$ cat src/rtl/mips_defs.svh
// MIPS decode stage shared parameters
// Data, register index and hazard count widths for the ID subsystem

`ifndef MIPS_DEFS_SVH
`define MIPS_DEFS_SVH

// Data word and program counter width
`define DATA_WIDTH 32

// Register file geometry
`define REG_ADDR_WIDTH 5
`define REG_COUNT 32

// Hazard unit Tnew count width
`define TNEW_WIDTH 2

// Register written by JAL
`define LINK_REG 5'd31

`endif

$ cat src/rtl/mipsPkg.sv
// MIPS decode package
// Operation symbols produced by the decoder and the instruction classes
// used for destination register selection

`default_nettype none

package mipsPkg;

    // Operation symbols, NOP must stay at zero
    typedef enum logic [5:0] {
        NOP = 6'd0,
        // R-type ALU and shifts
        ADD, SUB, ADDU, SUBU,
        AND, OR, XOR, NOR,
        SLT, SLTU,
        SLL, SLLV, SRL, SRLV, SRA, SRAV,
        // Register jumps
        JR, JALR,
        // Immediate ALU
        ADDI, ADDIU, ANDI, ORI, XORI, LUI, SLTI, SLTIU,
        // Loads
        LW, LH, LHU, LB, LBU,
        // Stores
        SW, SH, SB,
        // Branches
        BEQ, BNE, BLEZ, BGTZ, BGEZ, BLTZ,
        // Direct jumps
        J, JAL
    } instrOp_e;

    // Instruction classes
    typedef enum logic [2:0] {
        NONE      = 3'd0,
        CALC_R    = 3'd1,
        CALC_I    = 3'd2,
        MEM_READ  = 3'd3,
        MEM_WRITE = 3'd4,
        BRANCH    = 3'd5,
        JUMP      = 3'd6
    } instrClass_e;

endpackage

`default_nettype wire

$ cat src/rtl/decodeStage.sv
// Instruction decode stage
// Decodes the instruction, forwards operands from EX and MEM, picks the
// destination register and early write data, decrements Tnew and latches
// everything into the ID/EX pipeline register with stall and clear

`timescale 1ns/1ns
`default_nettype none
`include "mips_defs.svh"

module decodeStage (
    input  wire logic                        clk,
    input  wire logic                        rstN,
    input  wire logic                        stall,
    input  wire logic                        clr,
    input  wire logic [31:0]                 instrId,
    input  wire logic [`DATA_WIDTH-1:0]      pcId,
    input  wire logic [`TNEW_WIDTH-1:0]      tnewId,
    input  wire logic [`REG_ADDR_WIDTH-1:0]  fwdAddrEx,
    input  wire logic [`DATA_WIDTH-1:0]      fwdDataEx,
    input  wire logic [`REG_ADDR_WIDTH-1:0]  fwdAddrMem,
    input  wire logic [`DATA_WIDTH-1:0]      fwdDataMem,
    input  wire logic [`DATA_WIDTH-1:0]      rdData1,
    input  wire logic [`DATA_WIDTH-1:0]      rdData2,
    // Register file and next-PC unit
    output logic [`REG_ADDR_WIDTH-1:0]       rdAddr1,
    output logic [`REG_ADDR_WIDTH-1:0]       rdAddr2,
    output mipsPkg::instrOp_e                opId,
    output logic [`DATA_WIDTH-1:0]           rsDataFwd,
    output logic [`DATA_WIDTH-1:0]           rtDataFwd,
    output logic [15:0]                      imm16Id,
    output logic [25:0]                      jmpAddrId,
    // Hazard unit
    output logic [`REG_ADDR_WIDTH-1:0]       rsId,
    output logic [`REG_ADDR_WIDTH-1:0]       rtId,
    // ID/EX register
    output mipsPkg::instrOp_e                opEx,
    output logic [`DATA_WIDTH-1:0]           pcEx,
    output logic [`DATA_WIDTH-1:0]           rsDataEx,
    output logic [`DATA_WIDTH-1:0]           rtDataEx,
    output logic [15:0]                      imm16Ex,
    output logic [4:0]                       shamtEx,
    output logic [`REG_ADDR_WIDTH-1:0]       rsEx,
    output logic [`REG_ADDR_WIDTH-1:0]       rtEx,
    output logic [`REG_ADDR_WIDTH-1:0]       regWriteAddrEx,
    output logic [`DATA_WIDTH-1:0]           regWriteDataEx,
    output logic [`TNEW_WIDTH-1:0]           tnewEx
);

    logic [`REG_ADDR_WIDTH-1:0] rdId;
    logic [4:0]                 shamtId;
    mipsPkg::instrClass_e       classId;
    logic [`REG_ADDR_WIDTH-1:0] regWriteAddr;
    logic [`DATA_WIDTH-1:0]     regWriteData;
    logic [`TNEW_WIDTH-1:0]     tnewNext;

    instrDecoder uDecoder (
        .instr   (instrId),
        .op      (opId),
        .rs      (rsId),
        .rt      (rtId),
        .rd      (rdId),
        .shamt   (shamtId),
        .imm16   (imm16Id),
        .jmpAddr (jmpAddrId)
    );

    instrClassify uClassify (
        .op         (opId),
        .instrClass (classId)
    );

    assign rdAddr1 = rsId;
    assign rdAddr2 = rtId;

    // EX result beats MEM result, register 0 is never forwarded
    assign rsDataFwd = (fwdAddrEx == rsId && fwdAddrEx != '0)   ? fwdDataEx  :
                       (fwdAddrMem == rsId && fwdAddrMem != '0) ? fwdDataMem : rdData1;
    assign rtDataFwd = (fwdAddrEx == rtId && fwdAddrEx != '0)   ? fwdDataEx  :
                       (fwdAddrMem == rtId && fwdAddrMem != '0) ? fwdDataMem : rdData2;

    always_comb begin
        if (opId == mipsPkg::JAL) begin
            regWriteAddr = `LINK_REG;
        end else if (classId == mipsPkg::CALC_R || opId == mipsPkg::JALR) begin
            regWriteAddr = rdId;
        end else if (classId == mipsPkg::CALC_I || classId == mipsPkg::MEM_READ) begin
            regWriteAddr = rtId;
        end else begin
            regWriteAddr = '0;
        end
    end

    // Link address and LUI value are known already in ID
    assign regWriteData = (opId == mipsPkg::JAL || opId == mipsPkg::JALR) ? pcId + 32'd8 :
                          (opId == mipsPkg::LUI) ? {imm16Id, 16'h0000} : '0;

    assign tnewNext = (tnewId == '0) ? '0 : tnewId - `TNEW_WIDTH'(1);

    always_ff @(posedge clk) begin
        if (!rstN || clr) begin
            opEx           <= mipsPkg::NOP;
            pcEx           <= '0;
            rsDataEx       <= '0;
            rtDataEx       <= '0;
            imm16Ex        <= '0;
            shamtEx        <= '0;
            rsEx           <= '0;
            rtEx           <= '0;
            regWriteAddrEx <= '0;
            regWriteDataEx <= '0;
            tnewEx         <= '0;
        end else if (!stall) begin
            opEx           <= opId;
            pcEx           <= pcId;
            rsDataEx       <= rsDataFwd;
            rtDataEx       <= rtDataFwd;
            imm16Ex        <= imm16Id;
            shamtEx        <= shamtId;
            rsEx           <= rsId;
            rtEx           <= rtId;
            regWriteAddrEx <= regWriteAddr;
            regWriteDataEx <= regWriteData;
            tnewEx         <= tnewNext;
        end
    end

    // A cleared slot must reach EX as a bubble
    assert property (@(posedge clk) clr |=> (opEx == mipsPkg::NOP && regWriteAddrEx == '0));

endmodule

`default_nettype wire

$ cat src/rtl/decodeTop.sv
// Decode subsystem top level
// Connects the decode stage, the register file and the next-PC unit

`timescale 1ns/1ns
`default_nettype none
`include "mips_defs.svh"

module decodeTop (
    input  wire logic                        clk,
    input  wire logic                        rstN,
    input  wire logic                        stall,
    input  wire logic                        clr,
    input  wire logic [31:0]                 instrId,
    input  wire logic [`DATA_WIDTH-1:0]      pcId,
    input  wire logic [`TNEW_WIDTH-1:0]      tnewId,
    input  wire logic [`REG_ADDR_WIDTH-1:0]  fwdAddrEx,
    input  wire logic [`DATA_WIDTH-1:0]      fwdDataEx,
    input  wire logic [`REG_ADDR_WIDTH-1:0]  fwdAddrMem,
    input  wire logic [`DATA_WIDTH-1:0]      fwdDataMem,
    input  wire logic                        wbEn,
    input  wire logic [`REG_ADDR_WIDTH-1:0]  wbAddr,
    input  wire logic [`DATA_WIDTH-1:0]      wbData,
    output mipsPkg::instrOp_e                instrOpId,
    output logic [`REG_ADDR_WIDTH-1:0]       rsId,
    output logic [`REG_ADDR_WIDTH-1:0]       rtId,
    output logic                             branchTaken,
    output logic [`DATA_WIDTH-1:0]           nextPcOut,
    output mipsPkg::instrOp_e                opEx,
    output logic [`DATA_WIDTH-1:0]           pcEx,
    output logic [`DATA_WIDTH-1:0]           rsDataEx,
    output logic [`DATA_WIDTH-1:0]           rtDataEx,
    output logic [15:0]                      imm16Ex,
    output logic [4:0]                       shamtEx,
    output logic [`REG_ADDR_WIDTH-1:0]       rsEx,
    output logic [`REG_ADDR_WIDTH-1:0]       rtEx,
    output logic [`REG_ADDR_WIDTH-1:0]       regWriteAddrEx,
    output logic [`DATA_WIDTH-1:0]           regWriteDataEx,
    output logic [`TNEW_WIDTH-1:0]           tnewEx
);

    logic [`REG_ADDR_WIDTH-1:0] rdAddr1;
    logic [`REG_ADDR_WIDTH-1:0] rdAddr2;
    logic [`DATA_WIDTH-1:0]     rdData1;
    logic [`DATA_WIDTH-1:0]     rdData2;
    logic [`DATA_WIDTH-1:0]     rsDataFwd;
    logic [`DATA_WIDTH-1:0]     rtDataFwd;
    logic [15:0]                imm16Id;
    logic [25:0]                jmpAddrId;

    decodeStage uStage (
        .clk, .rstN, .stall, .clr, .instrId, .pcId, .tnewId,
        .fwdAddrEx, .fwdDataEx, .fwdAddrMem, .fwdDataMem,
        .rdData1, .rdData2, .rdAddr1, .rdAddr2,
        .opId (instrOpId),
        .rsDataFwd, .rtDataFwd, .imm16Id, .jmpAddrId, .rsId, .rtId,
        .opEx, .pcEx, .rsDataEx, .rtDataEx, .imm16Ex, .shamtEx,
        .rsEx, .rtEx, .regWriteAddrEx, .regWriteDataEx, .tnewEx
    );

    regFile uRegFile (
        .clk, .rstN, .rdAddr1, .rdAddr2, .rdData1, .rdData2,
        .wbEn, .wbAddr, .wbData
    );

    // Branch compare works on forwarded operands
    nextPc uNextPc (
        .op          (instrOpId),
        .rsData      (rsDataFwd),
        .rtData      (rtDataFwd),
        .pc          (pcId),
        .imm16       (imm16Id),
        .jmpAddr     (jmpAddrId),
        .branchTaken (branchTaken),
        .nextPcOut   (nextPcOut)
    );

endmodule

`default_nettype wire

$ cat src/rtl/instrClassify.sv
// Instruction classifier
// Groups operation symbols into classes for destination selection

`timescale 1ns/1ns
`default_nettype none

module instrClassify (
    input  mipsPkg::instrOp_e    op,
    output mipsPkg::instrClass_e instrClass
);

    always_comb begin
        case (op)
            mipsPkg::ADD, mipsPkg::SUB, mipsPkg::ADDU, mipsPkg::SUBU,
            mipsPkg::AND, mipsPkg::OR, mipsPkg::XOR, mipsPkg::NOR,
            mipsPkg::SLT, mipsPkg::SLTU,
            mipsPkg::SLL, mipsPkg::SLLV, mipsPkg::SRL, mipsPkg::SRLV,
            mipsPkg::SRA, mipsPkg::SRAV:
                instrClass = mipsPkg::CALC_R;
            // LUI counts as an immediate op writing rt
            mipsPkg::ADDI, mipsPkg::ADDIU, mipsPkg::ANDI, mipsPkg::ORI,
            mipsPkg::XORI, mipsPkg::LUI, mipsPkg::SLTI, mipsPkg::SLTIU:
                instrClass = mipsPkg::CALC_I;
            mipsPkg::LW, mipsPkg::LH, mipsPkg::LHU, mipsPkg::LB, mipsPkg::LBU:
                instrClass = mipsPkg::MEM_READ;
            mipsPkg::SW, mipsPkg::SH, mipsPkg::SB:
                instrClass = mipsPkg::MEM_WRITE;
            mipsPkg::BEQ, mipsPkg::BNE, mipsPkg::BLEZ, mipsPkg::BGTZ,
            mipsPkg::BGEZ, mipsPkg::BLTZ:
                instrClass = mipsPkg::BRANCH;
            mipsPkg::J, mipsPkg::JAL, mipsPkg::JR, mipsPkg::JALR:
                instrClass = mipsPkg::JUMP;
            default:
                instrClass = mipsPkg::NONE;
        endcase
    end

endmodule

`default_nettype wire

$ cat src/rtl/instrDecoder.sv
// Instruction decoder
// Slices a MIPS instruction word into its fields and maps opcode, funct
// and the REGIMM rt field onto an operation symbol

`timescale 1ns/1ns
`default_nettype none

module instrDecoder (
    input  wire logic [31:0]      instr,
    output mipsPkg::instrOp_e     op,
    output logic [4:0]            rs,
    output logic [4:0]            rt,
    output logic [4:0]            rd,
    output logic [4:0]            shamt,
    output logic [15:0]           imm16,
    output logic [25:0]           jmpAddr
);

    logic [5:0] opcode;
    logic [5:0] funct;

    assign opcode  = instr[31:26];
    assign rs      = instr[25:21];
    assign rt      = instr[20:16];
    assign rd      = instr[15:11];
    assign shamt   = instr[10:6];
    assign funct   = instr[5:0];
    assign imm16   = instr[15:0];
    assign jmpAddr = instr[25:0];

    always_comb begin
        op = mipsPkg::NOP;
        if (instr != 32'h0000_0000) begin
            case (opcode)
                // SPECIAL group, selected by funct
                6'b000000: begin
                    case (funct)
                        6'b100000: op = mipsPkg::ADD;
                        6'b100010: op = mipsPkg::SUB;
                        6'b100001: op = mipsPkg::ADDU;
                        6'b100011: op = mipsPkg::SUBU;
                        6'b100100: op = mipsPkg::AND;
                        6'b100101: op = mipsPkg::OR;
                        6'b100110: op = mipsPkg::XOR;
                        6'b100111: op = mipsPkg::NOR;
                        6'b101010: op = mipsPkg::SLT;
                        6'b101011: op = mipsPkg::SLTU;
                        6'b000000: op = mipsPkg::SLL;
                        6'b000100: op = mipsPkg::SLLV;
                        6'b000010: op = mipsPkg::SRL;
                        6'b000110: op = mipsPkg::SRLV;
                        6'b000011: op = mipsPkg::SRA;
                        6'b000111: op = mipsPkg::SRAV;
                        6'b001000: op = mipsPkg::JR;
                        6'b001001: op = mipsPkg::JALR;
                        default:   op = mipsPkg::NOP;
                    endcase
                end
                // REGIMM, rt picks the branch
                6'b000001: begin
                    if (rt == 5'b00001) begin
                        op = mipsPkg::BGEZ;
                    end else if (rt == 5'b00000) begin
                        op = mipsPkg::BLTZ;
                    end
                end
                6'b001000: op = mipsPkg::ADDI;
                6'b001001: op = mipsPkg::ADDIU;
                6'b001100: op = mipsPkg::ANDI;
                6'b001101: op = mipsPkg::ORI;
                6'b001110: op = mipsPkg::XORI;
                6'b001111: op = mipsPkg::LUI;
                6'b001010: op = mipsPkg::SLTI;
                6'b001011: op = mipsPkg::SLTIU;
                6'b100011: op = mipsPkg::LW;
                6'b100001: op = mipsPkg::LH;
                6'b100101: op = mipsPkg::LHU;
                6'b100000: op = mipsPkg::LB;
                6'b100100: op = mipsPkg::LBU;
                6'b101011: op = mipsPkg::SW;
                6'b101001: op = mipsPkg::SH;
                6'b101000: op = mipsPkg::SB;
                6'b000100: op = mipsPkg::BEQ;
                6'b000101: op = mipsPkg::BNE;
                6'b000110: op = mipsPkg::BLEZ;
                6'b000111: op = mipsPkg::BGTZ;
                6'b000010: op = mipsPkg::J;
                6'b000011: op = mipsPkg::JAL;
                default:   op = mipsPkg::NOP;
            endcase
        end
    end

endmodule

`default_nettype wire

$ cat src/rtl/nextPc.sv
// Next program counter unit
// Evaluates the six branch conditions and selects the next PC for
// branches, direct jumps and register jumps

`timescale 1ns/1ns
`default_nettype none
`include "mips_defs.svh"

module nextPc (
    input  mipsPkg::instrOp_e           op,
    input  wire logic [`DATA_WIDTH-1:0] rsData,
    input  wire logic [`DATA_WIDTH-1:0] rtData,
    input  wire logic [`DATA_WIDTH-1:0] pc,
    input  wire logic [15:0]            imm16,
    input  wire logic [25:0]            jmpAddr,
    output logic                        branchTaken,
    output logic [`DATA_WIDTH-1:0]      nextPcOut
);

    logic [`DATA_WIDTH-1:0] pcPlus4;
    logic [`DATA_WIDTH-1:0] branchTarget;
    logic                   rsNeg;
    logic                   rsZero;

    assign pcPlus4      = pc + 32'd4;
    assign branchTarget = pcPlus4 + {{14{imm16[15]}}, imm16, 2'b00};
    assign rsNeg        = rsData[`DATA_WIDTH-1];
    assign rsZero       = (rsData == '0);

    always_comb begin
        case (op)
            mipsPkg::BEQ:  branchTaken = (rsData == rtData);
            mipsPkg::BNE:  branchTaken = (rsData != rtData);
            mipsPkg::BGEZ: branchTaken = !rsNeg;
            mipsPkg::BGTZ: branchTaken = !rsNeg && !rsZero;
            mipsPkg::BLEZ: branchTaken = rsNeg || rsZero;
            mipsPkg::BLTZ: branchTaken = rsNeg;
            default:       branchTaken = 1'b0;
        endcase
    end

    always_comb begin
        if (branchTaken) begin
            nextPcOut = branchTarget;
        end else if (op == mipsPkg::J || op == mipsPkg::JAL) begin
            nextPcOut = {pcPlus4[31:28], jmpAddr, 2'b00};
        end else if (op == mipsPkg::JR || op == mipsPkg::JALR) begin
            nextPcOut = rsData;
        end else begin
            nextPcOut = pcPlus4;
        end
    end

endmodule

`default_nettype wire

$ cat src/rtl/regFile.sv
// General register file
// 32 x 32 registers, two combinational read ports and one write port,
// with write-through from the write-back port and register 0 tied to zero

`timescale 1ns/1ns
`default_nettype none
`include "mips_defs.svh"

module regFile (
    input  wire logic                       clk,
    input  wire logic                       rstN,
    input  wire logic [`REG_ADDR_WIDTH-1:0] rdAddr1,
    input  wire logic [`REG_ADDR_WIDTH-1:0] rdAddr2,
    output logic [`DATA_WIDTH-1:0]          rdData1,
    output logic [`DATA_WIDTH-1:0]          rdData2,
    input  wire logic                       wbEn,
    input  wire logic [`REG_ADDR_WIDTH-1:0] wbAddr,
    input  wire logic [`DATA_WIDTH-1:0]     wbData
);

    logic [`DATA_WIDTH-1:0] regs [`REG_COUNT];

    always_ff @(posedge clk) begin
        if (!rstN) begin
            for (int i = 0; i < `REG_COUNT; i++) begin
                regs[i] <= '0;
            end
        end else if (wbEn && wbAddr != '0) begin
            regs[wbAddr] <= wbData;
        end
    end

    // Same-cycle write-back bypasses the array except for register 0
    assign rdData1 = (wbEn && wbAddr == rdAddr1 && wbAddr != '0) ? wbData : regs[rdAddr1];
    assign rdData2 = (wbEn && wbAddr == rdAddr2 && wbAddr != '0) ? wbData : regs[rdAddr2];

    // Register 0 reads as zero even while it is the write-back target
    assert property (@(posedge clk) disable iff (!rstN)
        (rdAddr1 == '0) |-> (rdData1 == '0));
    assert property (@(posedge clk) disable iff (!rstN)
        (rdAddr2 == '0) |-> (rdData2 == '0));

endmodule

`default_nettype wire

$ cat config.mk
export PLATFORM = sky130hd
export DESIGN_NAME = decodeTop
export DESIGN_NICKNAME = d
export VERILOG_FILES = /design/src/rtl/mipsPkg.sv /design/src/rtl/decodeStage.sv /design/src/rtl/decodeTop.sv /design/src/rtl/instrClassify.sv /design/src/rtl/instrDecoder.sv /design/src/rtl/nextPc.sv /design/src/rtl/regFile.sv
export VERILOG_INCLUDE_DIRS = /design/src /design/src/rtl
export SDC_FILE = /design/constraint.sdc
export NUM_CORES = 2
export LEC_CHECK = 0
export ABC_AREA = 0
export BUFFER_PORTS_ARGS = -buffer_cell sky130_fd_sc_hd__buf_2
export CORE_UTILIZATION = 25
export DETAILED_ROUTE_END_ITERATION = 10
export SYNTH_ARGS = -nofsm -noshare
export SYNTH_HDL_FRONTEND = slang
export SYNTH_SLANG_ARGS = --single-unit
$ cat constraint.sdc
create_clock -name clk -period 6.2 [get_ports clk]
set_input_delay 0.62 -clock clk [delete_from_list [all_inputs] [get_ports clk]]
set_output_delay 0.62 -clock clk [all_outputs]
set_load 0.01 [all_outputs]
==> impl_metrics.yaml <==
synthesis:
  yosysSeqAreaShare_pct: 50.57
  yosysWarnings: 0
  synth-edff-count: 1024
  netlist_area_um2: 67420
  yosysUniqueCellTypes: 84
  netlist.area_leader.share_pct: 45.61
  synth-seq-cells: 1191
  yosys.area.top_type: "edfxtp_1"
  synthTopCellsByArea: "edfxtp_1 (46%), mux4_2 (14%), and2_1 (5.9%)"
  synthArstFlopShare_pct: 0
  synthFlopType: "edfxtp_1"
  synth.avg_cell_area_um2: 12.31
  synthCells: 5477
outcome:
  status: "complete, but fails checks"
  violations: "negative setup slack"
die:
  die_h_um: 521.3
  start_util_pct: 25.14
  coreArea_um2: 268200
  dieArea_um2: 271800
  die_width_um: 521.3
  io_pins: 403
  rows: 190
grt:
  grt_antenna_before_repair: 46
  overflow: 0
  grt_pass1_vias: 51580
  grt.total_usage_pct: 22.22
  grt_pass1_wl_um: 423600
  grt_max_degree: 136
clock_network:
  clock-sinks: 1191
  worstSkewPairLatency_ps: 830
  cts_hold_buf: 0
  cts_buffers: 130
  cts_root_buf: "clkbuf_16"
  clkTransAtPathRegs_ps: 60
  cts_max_level: 4
  cts_buffer_depth: 3
  cts_tree: "built"
hold_path:
  min_path_type: "in -> reg"
sta:
  finalHoldViolCount: 0
  tns_ps: -1470
  fmax_mhz: 158.1
  setup-violations-final: 24
  finalCritPeriodShare_pct: 102.0
  relSlewSlack_pct: 16.61
  fin_worst_skew_ps: 56.64
  finalMaxSlewViolations: 0
  worst_pin_slew_ps: 1249
  whs_ps: 145.5
  period_needed_ps: 6326
  worst_slack_ps: -126.3
place:
  portBuffers: 402
  globalplace.congestion: 0.9614
  dpl-instance-area_um2: 76040
  dp_cells: 9336
  hpwl_um: 222200
  place_ws_ps: -317.9
cells_and_area:
  syn_to_final_growth_pct: 19.42
  finalNetCount: 6142
  drive_above_1_share_pct: 27.15
  final_cell_count_no_fill: 9595
  seq_area_um2: 34090
  design_area_um2: 80510
  utilization_pct: 30.02
  multi_input_area_um2: 31300
  mostFrequentLayoutCells: "edfxtp_1 (1024), and2_1 (633), nor3_1 (431)"
  fill_cells: 27200
  final_common_cell: "edfxtp_1"
power:
  power_leakage_nw: 28.74
  p_per_area_nw_per_um2: 261.5
  finalPower_mw: 21.06
  ir_drop_mv: 0.3026
detailed_routing:
  vias_per_cell: 5.660
  avgRoutedWirePerCell_um: 32.59
  drcViolationCount: 0
  ant_nets: 0
  drt_wl_total_um: 312700
  num_vias: 54300
  drt_first_iter_violations: 8609
  first_pass_iters: 6
critical_path:
  r2r_slack_ps: 3270
  slowest_delay_ps: 620
  arrival_ps: 5710
  path_cells: "buf_8, buf_12, buf_4, inv_1, mux2i_1, o22ai_1, a311oi_1, buf_4, a221oi_2, xor2_1, nor2_1, nand4_1, nor4_4, mux2i_1, a211oi_4, buf_12, buf_12, buf_4, mux2i_1, buf_2"
  cp-start-kind: "input pin"
  required_ps: 5580
  cp_max_fo: 34
  critPathKind: "in -> out"
  slowest_stage: "a311oi_1"
  endpoint_kind: "primary output"
flow_run:
  maxCapViolCount: 0
==> final cells by class <==
type	instances	area share (%)
diodes	18	0.05595
clock buffers	166	4.403
clock inverters	72	0.7677
inverters	64	0.3030
multi-input cells	3659	38.87
flip-flops and latches	1191	42.34
well taps	3552	5.520
repair buffers	873	7.731
==> cells in the mapped netlist (15+ instances only) <==
master,instances
o32ai_1,16
xnor2_1,81
buf_4,37
o21ai_0,92
ha_1,40
and2_1,633
mux2i_1,364
mux4_2,418
o2111ai_1,18
and3_1,25
edfxtp_1,1024
and4_1,20
a311oi_1,35
a221oi_1,47
inv_1,61
xor2_1,63
nand2_1,159
clkbuf_1,409
a22oi_1,130
nand3_1,83
a21oi_1,101
dfxtp_1,167
a211oi_1,17
nor4_1,49
a22o_1,19
mux2_1,15
a21o_1,21
nor3_1,432
nor2_1,359
o22ai_1,71
buf_1,69
mux2_2,33
nor2b_1,41
buf_2,67
nand2b_1,19
nand4_1,40
==> metal layers <==
layer / track usage (%) / share of wire [%]
met3: 6.502 / 12
met5: 0 / 0.062
met2: 34.68 / 45
met1: 26.90 / 36
met4: 13.81 / 7.1
==> state kept, by name (all words and copies together) (netlist names) <==
name,flops
uStage.rsEx,5
uStage.opEx,6
uStage.regWriteAddrEx,5
uStage.rsDataEx,32
uStage.shamtEx,4
uRegFile.regs,1024
uStage.imm16Ex,12
uStage.tnewEx,2
uStage.rtEx,5
uStage.rtDataEx,32
uStage.regWriteDataEx,32
uStage.pcEx,32
==> power breakdown <==
group	total (mW)	switching [mW]	internal, mW
clock	7.85	3.48	4.37
combinational	3.85	2.46	1.40
sequential	9.35	0.236	9.12
==> path summary, 6_finish.rpt <==
check / to / from / cells after the start
max reg2reg: uStage.rtDataEx[17] / uRegFile.regs[12][17] / 8
min reg2reg: uStage.rsEx[1] / uStage.rsEx[1] / 2
min: uStage.pcEx[29] / pcId[29] / 3
max: nextPcOut[16] / instrId[17] / 20
==> cells by family (layout without fill, tap and decap cells) <==
family          after synthesis  in the layout  share of synthesized area [%]
simple gates               1921           1921                          15.16
flops                      1191           1191                          50.57
mux                         830            830                          20.17
compound gates              691            691                          7.333
buf+inv                     658           1175                          4.118
xor+xnor                    144            144                          1.871
fa+ha+maj                    41             41                         0.7720
other cells                   1             50                       0.005562
==> worst max-delay path: cells and delay by family <==
family,cells,cell delay (ps)
and+or+nand+nor,3,780
muxes,3,830
xor gates and xnor gates,1,190
buffers and inverters,9,2040
AOI/OAI and AO/OA,4,1120
==> timing repair <==
action                                  CTS  global route
setup buffers                             1             1
pin swaps                                 1             4
gates cloned                              0             1
endpoints found under the setup margin   30            30
resized for setup                        23            25
Note: power is estimated with default switching activity, not from simulation.
